--- config.mk ---
export PLATFORM = sky130hd
export DESIGN_NAME = mem_controller_flat
export DESIGN_NICKNAME = d
export VERILOG_FILES = /design/src/hdl/vdp_mem_pkg.sv /design/src/hdl/sdram_req_if.sv /design/src/hdl/mem_controller.sv /design/src/flat_wrapper.sv
export VERILOG_INCLUDE_DIRS = /design/src /design/src/hdl
export SDC_FILE = /design/constraint.sdc
export NUM_CORES = 1
export LEC_CHECK = 0
export BUFFER_PORTS_ARGS = -buffer_cell sky130_fd_sc_hd__buf_2
export CORE_UTILIZATION = 48
export DETAILED_ROUTE_END_ITERATION = 12
export PLACE_DENSITY = 0.85
export SYNTH_ARGS = -nofsm -noshare
export SYNTH_HDL_FRONTEND = slang
export SYNTH_SLANG_ARGS = --single-unit
--- constraint.sdc ---
create_clock -name clk -period 6.3 [get_ports clk]
set_clock_uncertainty 0.15 [all_clocks]
set_input_delay 1.26 -clock clk [delete_from_list [all_inputs] [get_ports clk]]
set_output_delay 1.26 -clock clk [all_outputs]
set_load 0.03 [all_outputs]
--- src/hdl/vdp_mem_cfg.svh ---
// address widths of the vram controller
// sdram timing in clk cycles and the mode register value
`ifndef VDP_MEM_CFG_SVH
`define VDP_MEM_CFG_SVH

// client side, byte address into 8 MB
`define MEM_ADDR_W 23

// sdram geometry, word address is {bank, row, col}
`define SDRAM_ROW_W 11
`define SDRAM_COL_W 8
`define SDRAM_BA_W 2

// timing, all in clk cycles
`define SDRAM_T_INIT 1000 // power-up wait before the first command
`define SDRAM_T_RP 2 // precharge period
`define SDRAM_T_RCD 2 // active to read or write
`define SDRAM_CAS 2 // cas latency, must agree with SDRAM_MODE
`define SDRAM_T_WR 2 // write recovery before auto precharge
`define SDRAM_T_RC 6 // refresh to next command

// write burst on, cas 2, sequential, burst length 1
`define SDRAM_MODE 11'b000_0_00_010_0_000

`endif

--- src/hdl/vdp_mem_pkg.sv ---
// shared types of the vram controller
// access width code, sdram command encoding, sdram data word
package vdp_mem_pkg;

  // width code as driven by the client
  typedef enum logic [1:0] {
    WIDTH_8 = 2'b00,
    WIDTH_16 = 2'b01,
    WIDTH_32 = 2'b10,
    WIDTH_NONE = 2'b11 // no bytes written
  } mem_width_t;

  // {cs_n, ras_n, cas_n, we_n}
  typedef enum logic [3:0] {
    CMD_LOAD_MODE = 4'b0000,
    CMD_REFRESH = 4'b0001,
    CMD_PRECHARGE = 4'b0010,
    CMD_ACTIVE = 4'b0011,
    CMD_WRITE = 4'b0100,
    CMD_READ = 4'b0101,
    CMD_NOP = 4'b0111
  } sdram_cmd_t;

  // one sdram word, taken whole or as two halves
  typedef union packed {
    logic [31:0] word;
    logic [1:0][15:0] half; // half[0] is bits 15:0
  } mem_word_u;

endpackage

--- src/hdl/sdram_req_if.sv ---
// request and result signals between the client-side controller
// and the sdram sequencer, with one modport per side
`timescale 1ns/100ps
`include "vdp_mem_cfg.svh"

interface sdram_req_if import vdp_mem_pkg::*; ();

  logic [`MEM_ADDR_W-3:0] waddr; // sdram word address {bank, row, col}
  logic rd; // one-cycle strobes, only while busy is low
  logic wr;
  logic refresh;
  mem_word_u wdata; // write data, already replicated across the word
  logic [3:0] wmask; // high = byte is written

  mem_word_u rdata; // valid with data_ready
  logic busy; // high from the cycle after a strobe until recovery ends
  logic data_ready; // one-cycle pulse
  logic enabled; // init sequence finished

  modport ctrl (
    output waddr, rd, wr, refresh, wdata, wmask,
    input rdata, busy, data_ready, enabled
  );

  modport seq (
    input waddr, rd, wr, refresh, wdata, wmask,
    output rdata, busy, data_ready, enabled
  );

endinterface

--- src/hdl/mem_controller.sv ---
// client side of the vram controller
// request capture and strobes towards the sequencer
// write data steering and byte mask generation
// read half select, read data capture and the fail flag
`timescale 1ns/100ps
`include "vdp_mem_cfg.svh"

module mem_controller import vdp_mem_pkg::*; (
  input logic clk,
  input logic resetn,
  input logic read, // request strobes, one cycle
  input logic write,
  input logic refresh,
  input logic [`MEM_ADDR_W-1:0] addr, // byte address
  input mem_width_t width, // write width
  input logic [7:0] din8,
  input logic [15:0] din16,
  input logic [31:0] din32,
  output logic [15:0] dout16, // half selected by addr[1] of the read
  output logic [31:0] dout32, // whole word of the last read
  output logic busy,
  output logic fail, // sticky, read ended without data
  sdram_req_if.ctrl bus
);

  logic accept; // strobe seen while idle
  logic rd_q; // strobes towards the sequencer
  logic wr_q;
  logic ref_q;
  logic [`MEM_ADDR_W-3:0] waddr_q;
  mem_word_u wdata_nxt;
  mem_word_u wdata_q;
  logic [3:0] wmask_nxt;
  logic [3:0] wmask_q;
  logic half_sel; // addr[1] of the read in flight
  logic rd_pending; // a read is in flight
  logic got_data; // data_ready seen for it
  logic seq_busy_q; // sequencer busy, one cycle late
  logic seq_done; // falling edge of sequencer busy

  // the strobe cycle itself is covered, the sequencer raises busy one later
  assign busy = bus.busy | rd_q | wr_q | ref_q;
  assign accept = ~busy & (read | write | refresh);
  assign seq_done = seq_busy_q & ~bus.busy;

  // replicate the write data and enable only the addressed bytes
  always_comb begin
    wdata_nxt.word = din32;
    wmask_nxt = 4'b0000;
    case (width)
      WIDTH_8: begin
        wdata_nxt.word = {4{din8}};
        wmask_nxt = 4'b0001 << addr[1:0];
      end
      WIDTH_16: begin
        wdata_nxt.half = {2{din16}};
        wmask_nxt = addr[1] ? 4'b1100 : 4'b0011;
      end
      WIDTH_32: begin
        wdata_nxt.word = din32;
        wmask_nxt = 4'b1111;
      end
      default: begin
        wmask_nxt = 4'b0000; // WIDTH_NONE, nothing is written
      end
    endcase
  end

  // strobes and read bookkeeping
  always_ff @(posedge clk or negedge resetn) begin
    if (!resetn) begin
      rd_q <= 1'b0;
      wr_q <= 1'b0;
      ref_q <= 1'b0;
      rd_pending <= 1'b0;
      got_data <= 1'b0;
      seq_busy_q <= 1'b1; // sequencer comes out of reset busy
      fail <= 1'b0;
    end else begin
      rd_q <= accept & read; // read wins if several strobes
      wr_q <= accept & ~read & write;
      ref_q <= accept & ~read & ~write & refresh;
      seq_busy_q <= bus.busy;

      if (bus.data_ready)
        got_data <= 1'b1;

      // read finished without a result
      if (seq_done && rd_pending && !got_data)
        fail <= 1'b1;
      if (seq_done)
        rd_pending <= 1'b0;

      // new request may start in the cycle the last one ended
      if (accept) begin
        rd_pending <= read;
        got_data <= 1'b0;
      end
    end
  end

  // request payload, held stable while the sequencer works
  always_ff @(posedge clk) begin
    if (accept) begin
      waddr_q <= addr[`MEM_ADDR_W-1:2]; // drop byte offset
      wdata_q <= wdata_nxt;
      wmask_q <= wmask_nxt;
      half_sel <= addr[1];
    end
  end

  // read result, held until the next read completes
  always_ff @(posedge clk) begin
    if (bus.data_ready) begin
      dout32 <= bus.rdata.word;
      dout16 <= bus.rdata.half[half_sel];
    end
  end

  assign bus.rd = rd_q;
  assign bus.wr = wr_q;
  assign bus.refresh = ref_q;
  assign bus.waddr = waddr_q;
  assign bus.wdata = wdata_q;
  assign bus.wmask = wmask_q;

endmodule

--- src/flat_wrapper.sv ---
// flat-port wrapper written by rule: the top's interface ports become plain ports
module mem_controller_flat import vdp_mem_pkg::*;
  (clk, resetn, read, write, refresh, addr, width, din8, din16, din32, dout16, dout32, busy, fail, bus_waddr, bus_rd, bus_wr, bus_refresh, bus_wdata, bus_wmask, bus_rdata, bus_busy, bus_data_ready, bus_enabled);
  sdram_req_if bus_i ();
  input logic clk;
  input logic resetn;
  input logic read;
  input logic write;
  input logic refresh;
  input logic [`MEM_ADDR_W-1:0] addr;
  input mem_width_t width;
  input logic [7:0] din8;
  input logic [15:0] din16;
  input logic [31:0] din32;
  output logic [15:0] dout16;
  output logic [31:0] dout32;
  output logic busy;
  output logic fail;
  output wire logic [$bits(bus_i.waddr)-1:0] bus_waddr;
  output wire logic [$bits(bus_i.rd)-1:0] bus_rd;
  output wire logic [$bits(bus_i.wr)-1:0] bus_wr;
  output wire logic [$bits(bus_i.refresh)-1:0] bus_refresh;
  output wire logic [$bits(bus_i.wdata)-1:0] bus_wdata;
  output wire logic [$bits(bus_i.wmask)-1:0] bus_wmask;
  input wire logic [$bits(bus_i.rdata)-1:0] bus_rdata;
  input wire logic [$bits(bus_i.busy)-1:0] bus_busy;
  input wire logic [$bits(bus_i.data_ready)-1:0] bus_data_ready;
  input wire logic [$bits(bus_i.enabled)-1:0] bus_enabled;
  assign bus_waddr = bus_i.waddr;
  assign bus_rd = bus_i.rd;
  assign bus_wr = bus_i.wr;
  assign bus_refresh = bus_i.refresh;
  assign bus_wdata = bus_i.wdata;
  assign bus_wmask = bus_i.wmask;
  assign bus_i.rdata = bus_rdata;
  assign bus_i.busy = bus_busy;
  assign bus_i.data_ready = bus_data_ready;
  assign bus_i.enabled = bus_enabled;
  mem_controller u_core (.clk(clk), .resetn(resetn), .read(read), .write(write), .refresh(refresh), .addr(addr), .width(width), .din8(din8), .din16(din16), .din32(din32), .dout16(dout16), .dout32(dout32), .busy(busy), .fail(fail), .bus(bus_i));
endmodule
==> results of run 1 <==
==> Yosys cell counts (all sizes together) <==
library cell,n,area share
dfrtp,6,0.036
o21ai,3,0.0036
nor2,2,0.0018
a21oi,36,0.043
nor4b,1,0.0036
nand2b,3,0.0045
edfxtp,106,0.76
o31a,1,0.0021
a211oi,16,0.028
nor4,1,0.0050
dfstp,1,0.0062
inv,34,0.030
buf,8,0.012
mux2i,2,0.0047
nor2b,8,0.012
a31o,1,0.0021
nor3b,1,0.0018
clkbuf,3,0.0027
and2,1,0.0018
o21bai,1,0.0018
mux2,16,0.043
==> worst register-to-register path: stages (launching register included) <==
cell     delay, ns
dfrtp_1       0.40
nor4_4        0.35
o31a_2        0.59
buf_4         0.54
==> where the power goes <==
group	switching (uW)	leakage, uW	internal (uW)
Combinational	189	0.00128	85.6
Sequential	17.9	0.00110	892
Clock	339	0.000276	566
Total	546	0.00266	1540
==> state kept, by name (all words and copies together), names as in the netlist <==
name                count
u_core.bus.wdata       32
u_core.dout32          32
u_core.bus.waddr       21
u_core.dout16          16
u_core.bus.wmask        4
u_core.bus.rd           1
u_core.bus.refresh      1
u_core.bus.wr           1
u_core.fail             1
u_core.got_data         1
u_core.half_sel         1
u_core.rd_pending       1
u_core.seq_busy_q       1
==> worst min path at each step <==
stage | from | endpoint | slack, ns | depth (start not counted)
3_5_place_dp | u_core.fail | u_core.fail | 0.32 | 1
2_1_floorplan | u_core.got_data | u_core.got_data | 0.30 | 2
5_1_grt | u_core.fail | u_core.fail | 0.37 | 1
3_3_place_gp | u_core.fail | u_core.fail | 0.31 | 1
6_report | u_core.fail | u_core.fail | 0.34 | 1
4_1_cts | u_core.fail | u_core.fail | 0.34 | 1
==> layer usage <==
layer / vias up / wire (um) / share of wire / GRT usage
met5: - / 0 / 0 / 0
met4: 0 / 146 / 0.015 / 0.0858
met3: 14 / 1020 / 0.10 / 0.0893
met2: 180 / 5110 / 0.52 / 0.382
met1: 1430 / 3640 / 0.37 / 0.239
li1: 1414 / - / - / -
==> through the flow <==
step | power, uW | cell area (um^2) | setup slack, ns | cells | utilization
2_1_floorplan | 1090 | 4220 | 2.61 | 251 | -
6_report | 2090 | 6020 | 2.89 | 607 | 0.721
3_5_place_dp | 1200 | 5440 | 2.89 | 575 | 0.652
5_1_grt | 2160 | 6020 | 2.83 | 607 | 0.721
3_3_place_gp | 1190 | 5440 | 2.92 | 575 | 0.652
4_1_cts | 2100 | 6020 | 2.89 | 607 | 0.721
==> placed cells by master (no fill, tap or decap), drive strengths merged, types with 2 or more instances in the layout <==
master,instances
nor2,2
a211oi,16
clkbuf,17
clkinv,8
mux2,16
inv,36
edfxtp,106
clkinvlp,3
buf,230
mux2i,2
nor2b,8
nand2b,3
dfrtp,6
o21ai,3
bufinv,2
a21oi,36
==> area by class of cell <==
| type | instances | area share |
|---|---|---|
| clock inverter | 15 | 0.0268 |
| sequential | 113 | 0.558 |
| tap | 105 | 0.0218 |
| timing repair buffer | 230 | 0.192 |
| multi-input combinational | 93 | 0.111 |
| inverter | 34 | 0.0212 |
| clock buffer | 17 | 0.0688 |
==> cell families after synthesis <==
logic type,after synthesis,synth area share
flip-flops,113,0.797
AO/OA/AOI/OAI,58,0.0807
buffers and inverters,45,0.0445
multiplexers,18,0.0475
AND/OR/NAND/NOR,17,0.0303
==> impl_metrics.ini, run 1 <==
[sta]
whs_ns = 0.338
fin_crit_ns = 3.41
relSlewSlack = 0.316
worstMarginPinSlew_ns = 1.03
fmax_mhz = 293
drv_slew = 0
fin_crit_sh = 0.541
setup_viol = 0
rsz0062_at_grt = no
fin_tns_setup_ns = 0
final_hold_viol_count = 0

[cts]
cts_hold_buf = 0
htreeDepth = 4
cts.clk_slew.worst_paths_ns = 0.06
ctsResizeCount = 0
cts_tree = yes
cts_num_sinks = 113
cts-root-buf = clkbuf_8
clock_latency_ns = 0.49
cts_buffers = 17
cts_buffer_depth = 2
post_cts_buffers = 0

[layout]
final_nets = 610
drive_gt1_frac = 0.566
area_growth_pct = 42.7
regArea_um2 = 3360
diodes = 0
fillers = 567
multi_input_area_um2 = 669

[route]
post_drt_via_cell_ratio = 5.00
remaining_drc_errors = 0
drtIter0Drc = 116
firstDrtPassIters = 4
vias = 3038
wl_per_cell_um = 16.3
ant_nets = 0
drt_wl_total_um = 9920

[grt]
grt_pass1_wl_um = 14400
grt_pass1_vias = 2946
grtUsageTotal = 0.220
antenna_found_initial = 0
grt_start_max_net_pins = 55
overflow = 0

[job]
maxCapViolCount = 0

[placed_design]
place.port_buffers = 229
gp_congestion = 0.779
hpwl_um = 7460

[yosys]
synthCells = 251
syn_nets = 372
syn_avg_cell_area_um2 = 16.8
synth_cell_types = 25
synth-seq-area-share = 0.797
netlist_area_um2 = 4220
ys_warn_count = 0
ys_seq_elements = 113

[worst_setup_path]
slowest_stage = nor4_4
endpoint = busy
cp.required_ns = 4.89
path_buf_inv = 3
r2r-start = u_core.bus.rd
cp-start-kind = primary input
crit_start = bus_busy
reg2reg_depth = 3
cpMostUsedCell = buf_2
critical_path.endpoint_type = primary output
criticalPathCategory = in -> out
critPathMaxStageDelay_ns = 0.33
path_max_fanout = 4
reg2reg_to = u_core.bus.wmask[3]
crit_chain = buf_2, nor4_4, inv_2, buf_2
crit_family = buffers and inverters
cp_num_cells = 4
arrival_ns = 2.00
rrSetupSlack_ns = 3.88

[power_and_ir_drop]
power.leakage_uw = 0.00266
vdd_drop_max_uv = 215
power.density_nw_per_um2 = 347

[die]
pin_count = 231
initial_core_util = 0.505
die_x_um = 95.7
coreArea_um2 = 8340
row_count = 33
die-height_um = 95.7
dieArea_um2 = 9160

[worst_hold_path]
hp-class = reg -> reg

[outcome]
status = finished clean
Note: power is estimated with default switching activity, not from simulation.
==> inputs of run 2 (changes only) <==
--- a/config.mk
+++ b/config.mk
@@ -7,9 +7,9 @@
 export NUM_CORES = 1
 export LEC_CHECK = 0
 export BUFFER_PORTS_ARGS = -buffer_cell sky130_fd_sc_hd__buf_2
-export CORE_UTILIZATION = 48
+export CORE_UTILIZATION = 40
 export DETAILED_ROUTE_END_ITERATION = 12
-export PLACE_DENSITY = 0.85
+export PLACE_DENSITY = 0.76
 export SYNTH_ARGS = -nofsm -noshare
 export SYNTH_HDL_FRONTEND = slang
 export SYNTH_SLANG_ARGS = --single-unit
==> constraint.sdc (replaced) <==
create_clock -name clk -period 3.1 [get_ports clk]
set_clock_uncertainty 0.15 [all_clocks]
set_input_delay 0.62 -clock clk [delete_from_list [all_inputs] [get_ports clk]]
set_output_delay 0.62 -clock clk [all_outputs]
set_load 0.03 [all_outputs]
==> run 2 against run 1 <==
Net effect:
- critical path depth shrank 1
- first-iteration DRC count shrank 1.7%
- via count shrank 1.8%
- final area grew 1.6%
- clock power grew 120%
- count of clock-buffer cells in the layout grew 1
- combinational power grew 100%
- global-route usage shrank 4.1 points
- critical path type is now reg -> out
- critical endpoint unchanged
- largest cell class unchanged
==> impl_metrics.ini, run 2 (synthesized netlist as in run 1, its figures left out) <==
[outcome]
status = finished clean

[cts]
htreeDepth = 4
cts.clk_slew.worst_paths_ns = 0.05
cts_tree = yes
cts_buffer_depth = 2
cts_num_sinks = 113
cts_buffers = 17
cts-root-buf = clkbuf_8
clock_latency_ns = 0.50

[worst_setup_path]
path_max_fanout = 4
reg2reg_depth = 3
arrival_ns = 1.53
reg2reg_to = u_core.bus.waddr[19]
r2r-start = u_core.bus.rd
cp-start-kind = flip-flop
crit_chain = nor4_4, inv_2, buf_2
critical_path.endpoint_type = primary output
cp.required_ns = 2.33
critPathMaxStageDelay_ns = 0.41
criticalPathCategory = reg -> out
rrSetupSlack_ns = 1.12
slowest_stage = dfrtp_1

[route]
drtIter0Drc = 114
drt_wl_total_um = 9690
ant_nets = 0
firstDrtPassIters = 4
vias = 2983
post_drt_via_cell_ratio = 4.65
remaining_drc_errors = 0
wl_per_cell_um = 15.1

[layout]
final_area_um2 = 6110
layout_commonest_cell = buf_2
area_growth_pct = 45.0
fillers = 845
diodes = 0
final_nets = 613
final_cell_mix = 229 x buf_2, 106 x edfxtp_1, 36 x a21oi_1
drive_gt1_frac = 0.564

[power_and_ir_drop]
comb_power_share = 0.128
p_seq_frac = 0.422
p_int_uw = 3290
power.density_nw_per_um2 = 717
p_switching_uw = 1090
swShare = 0.249
power.leakage_uw = 0.00269
p_total_uw = 4380
clockPowerShare = 0.450
vdd_drop_max_uv = 321

[sta]
fmax_mhz = 434
fin_crit_sh = 0.743
fin_tns_setup_ns = 0
final_hold_viol_count = 0
whs_ns = 0.104
relSlewSlack = 0.403
worstMarginPinSlew_ns = 0.896
fin_crit_ns = 2.30
drv_slew = 0
setup_viol = 0
rsz0062_at_grt = no
layout_setup_ws_ns = 0.796

[die]
die_x_um = 105
initial_core_util = 0.410
coreArea_um2 = 10300
dieArea_um2 = 11000
die-height_um = 105
pin_count = 231
row_count = 37

[placed_design]
place.port_buffers = 229
dp_slack_ns = 0.784
gp_congestion = 0.776
placed_area_um2 = 5500
hpwl_um = 7090

[worst_hold_path]
hp-start = bus_busy
hold_end = u_core.seq_busy_q
hp-class = in -> reg
whs_path_depth = 1

[grt]
grtUsageTotal = 0.179
grt_pass1_wl_um = 14600
overflow = 0
grt_pass1_vias = 2902
grt_start_max_net_pins = 55
antenna_found_initial = 0

[job]
maxCapViolCount = 0
-- run 2: cell types whose count changed in the layout (fill, tap and decap cells not counted), sizes merged --
cell / delta
bufinv: +2
dlygate4sd3: +1
clkinv: -2
inv: -1
buf: +2
clkbuf: +1
-- run 2: layout make-up --
class	count	area [um^2]	share of cell area
Tap cell	136	170	0.0278
Inverter	34	128	0.0209
Sequential cell	113	3360	0.550
Timing Repair Buffer	233	1180	0.193
Clock buffer	18	418	0.0684
Clock inverter	14	189	0.0309
Multi-Input combinational cell	93	669	0.110
-- run 2: worst max path at each step --
stage | startpoint | endpoint | slack (ns)
finish | u_core.bus.rd | busy | 0.80
global route | u_core.bus.rd | busy | 0.71
CTS | u_core.bus.rd | busy | 0.75
detailed placement | bus_busy | u_core.bus.waddr[4] | 0.78
global placement | bus_busy | u_core.bus.waddr[9] | 0.83
floorplan | bus_busy | u_core.bus.waddr[0] | 0.05
-- run 2: metal layers --
| layer | share of wire | vias up | wire length (um) | track usage |
|---|---|---|---|---|
| met4 | 0.0087 | 0 | 84 | 0.0644 |
| met5 | 0 | - | 0 | 0 |
| li1 | - | 1425 | - | - |
| met2 | 0.52 | 183 | 4990 | 0.311 |
| met3 | 0.097 | 10 | 936 | 0.0742 |
| met1 | 0.38 | 1365 | 3680 | 0.196 |
-- run 2: timing repair --
action                    in CTS  in global routing
hold endpoints to repair       7                  0
hold buffers                   1                  0
buffers inserted               0                  0
gates resized for setup        0                  0
-- run 2: through the flow --
stage	util	instances
2_1_floorplan	-	251
3_3_place_gp	0.535	608
3_5_place_dp	0.535	608
4_1_cts	0.595	641
5_1_grt	0.595	641
6_report	0.595	641
-- run 2: power groups by stage --
stage	Sequential, uW	Combinational [uW]	Clock (uW)
floorplan	2100	118	0
global placement	1880	552	0
detailed placement	1880	564	0
CTS	1850	566	2020
global route	1860	596	2080
finish	1850	562	1970
-- run 2: worst max-delay path, delay by kind of cell (launching register included) --
family / cells / cell delay (ns)
DFF: 1 / 0.41
and+or+nand+nor: 1 / 0.36
buffers and inverters: 2 / 0.28
==> inputs of run 3 (changes only) <==
--- a/config.mk
+++ b/config.mk
@@ -6,10 +6,11 @@
 export SDC_FILE = /design/constraint.sdc
 export NUM_CORES = 1
 export LEC_CHECK = 0
+export ABC_AREA = 1
 export BUFFER_PORTS_ARGS = -buffer_cell sky130_fd_sc_hd__buf_2
-export CORE_UTILIZATION = 40
+export CORE_UTILIZATION = 44
 export DETAILED_ROUTE_END_ITERATION = 12
-export PLACE_DENSITY = 0.76
+export PLACE_DENSITY = 0.79
 export SYNTH_ARGS = -nofsm -noshare
 export SYNTH_HDL_FRONTEND = slang
 export SYNTH_SLANG_ARGS = --single-unit
==> constraint.sdc (replaced) <==
create_clock -name clk -period 2.2 [get_ports clk]
set_clock_uncertainty 0.15 [all_clocks]
set_input_delay 0.44 -clock clk [delete_from_list [all_inputs] [get_ports clk]]
set_output_delay 0.44 -clock clk [all_outputs]
set_load 0.03 [all_outputs]
==> run 3 against run 2 <==
Net effect:
- register-to-register slack got worse by 0.51 ns
- non-clock buffer count increased by 58
- first-iteration DRC count increased by 9.6%
- utilization increased by 13 points
- count of clock-buffer cells in the layout decreased by 1
- clock power increased by 42%
- cell count increased by 16%
- final area increased by 11%
- global-route usage increased by 6.5 points
- setup slack got worse by 0.66 ns
- flip-flop and latch count unchanged
- critical endpoint unchanged
==> impl_metrics.ini, run 3 <==
[cts]
post_cts_buffers = 0
cts_buffer_depth = 2
cts-root-buf = clkbuf_8
clock_latency_ns = 0.50
cts_tree = yes
cts_num_sinks = 113
cts_hold_buf = 56
ctsResizeCount = 0
cts.clk_slew.worst_paths_ns = 0.06
cts_buffers = 17
htreeDepth = 4

[die]
coreArea_um2 = 9330
row_count = 35
die-height_um = 101
dieArea_um2 = 10100
pin_count = 231
die_x_um = 101
initial_core_util = 0.458

[placed_design]
hpwl_um = 7830
place.port_buffers = 229
placed_area_um2 = 5580
placedCellCount = 657
gp_congestion = 0.828

[route]
wl_met3_um = 1140
wl_per_cell_um = 16.2
routed.top_layer = met4
met2_length_um = 6440
ant_nets = 0
met1_length_um = 4300
drt_wl_total_um = 12100
drtIter0Drc = 125
remaining_drc_errors = 0
post_drt_via_cell_ratio = 4.69
vias = 3494
firstDrtPassIters = 4

[sta]
worstMarginPinSlew_ns = 0.372
fin_tns_setup_ns = 0
fin_crit_ns = 2.07
fmax_mhz = 484
rsz0062_at_grt = no
setup_viol = 0
drv_slew = 0
fin_crit_sh = 0.940
relSlewSlack = 0.752
final_hold_viol_count = 0

[worst_setup_path]
criticalPathCategory = in -> out
rrSetupSlack_ns = 0.61
cp-start-kind = primary input
cpMostUsedCell = buf_2
reg2reg_depth = 4
arrival_ns = 1.48
crit_chain = dlygate4sd3_1, buf_2, nor2_1, nand2_1, buf_2
critPathMaxStageDelay_ns = 0.55
path_max_fanout = 4
cp.required_ns = 1.61
crit_family = buffers and inverters
path_buf_inv = 3
slowest_stage = dlygate4sd3_1
cp_num_cells = 5
critical_path.endpoint_type = primary output

[layout]
diodes = 0
final_cell_mix = 229 x buf_2, 106 x edfxtp_1, 97 x nand2_1
layout_commonest_cell = buf_2
area_growth_pct = 57.9
drive_gt1_frac = 0.481
fin_cells = 745
final_nets = 725
final_area_um2 = 6750

[yosys]
ys.flop_type = edfxtp_1
synth_area_leaders = edfxtp_1 74%, nand2_1 8.5%, mux2_2 4.2%, dfrtp_1 3.5%, nand3_1 2.3%
synth_compound_area_frac = 0.00644
synth_common_cells = 106 x edfxtp_1, 97 x nand2_1, 20 x nand3_1
synthCells = 303
synth_edf_count = 106
synth_fa_ha_area_frac = 0
synth_top_family_by_area = simple AND/OR/NAND/NOR gates
synth-seq-area-share = 0.786
ys_warn_count = 0
netlist_area_um2 = 4280
yosysTopAreaCell = edfxtp_1
synth_top_area_frac = 0.744
syn_avg_cell_area_um2 = 14.1
synth_cell_types = 18
ys_seq_elements = 113
synthArstFlopShare = 0.0619
syn_nets = 424
synth_most_common_cell = edfxtp_1
synthSimpleGateAreaFrac = 0.124
synth_xor_area_frac = 0
synthMuxAreaShare = 0.0421

[job]
maxCapViolCount = 0

[grt]
grt_pass1_wl_um = 18000
overflow = 0
grtUsageTotal = 0.244
grt_start_max_net_pins = 51
grt_pass1_vias = 3600
antenna_found_initial = 0

[worst_hold_path]
hp-class = in -> reg
whs_path_depth = 4

[outcome]
status = finished clean

[power_and_ir_drop]
vdd_drop_max_uv = 446
power.leakage_uw = 0.00314
power.density_nw_per_um2 = 936
p_total_uw = 6320
## run 3: per-stage QoR
step | hold slack [ns] | setup slack (ns) | util
3_3_place_gp | 0.126 | 0.490 | 0.598
6_report | 0.0410 | 0.133 | 0.724
4_1_cts | 0.00150 | 0.151 | 0.723
5_1_grt | 0.0275 | 0.0464 | 0.724
2_1_floorplan | -0.00559 | 0.0429 | -
3_5_place_dp | 0.133 | 0.440 | 0.598
## run 3: final timing paths
check | start | to
worst max-delay path | bus_busy | busy
worst min register to register | u_core.got_data | u_core.fail
worst max register to register | u_core.bus.rd | u_core.bus.waddr[19]
max in group asynchronous | resetn | u_core.seq_busy_q
worst min-delay path | write | u_core.bus.refresh
min in group asynchronous | resetn | u_core.bus.refresh
## run 3: kinds of logic (layout without fill, tap and decap cells)
kind of cell | Yosys count | count (layout)
multiplexers | 16 | 16
buffers and inverters | 38 | 351
AO/OA/AOI/OAI | 5 | 5
AND/OR/NAND/NOR | 131 | 131
flip-flops | 113 | 113
## run 3: metal layers
| metal | global-route usage | up-vias |
|---|---|---|
| met5 | 0 | - |
| met4 | 0.0925 | 0 |
| met3 | 0.0922 | 20 |
| met2 | 0.448 | 205 |
| met1 | 0.251 | 1627 |
| li1 | - | 1642 |
## run 3: worst min-delay path: cells and delay by family
kind / cells / cell delay [ns]
buf+inv: 2 / 0.13
simple gates: 2 / 0.09
## run 3: report_power, final
group	switching [uW]	total (uW)	internal, uW
combinational	607	929	322
sequential	47.2	2610	2560
clock	961	2790	1830
total	1610	6320	4710
## run 3: layout make-up
| class | count | area (um^2) |
|---|---|---|
| inverters | 29 | 115 |
| well taps | 129 | 161 |
| repair buffers | 291 | 1780 |
| multi-input cells | 152 | 737 |
| fillers | 608 | 2570 |
| clock buffers | 17 | 414 |
| clock inverters | 14 | 188 |
| flip-flops and latches | 113 | 3360 |
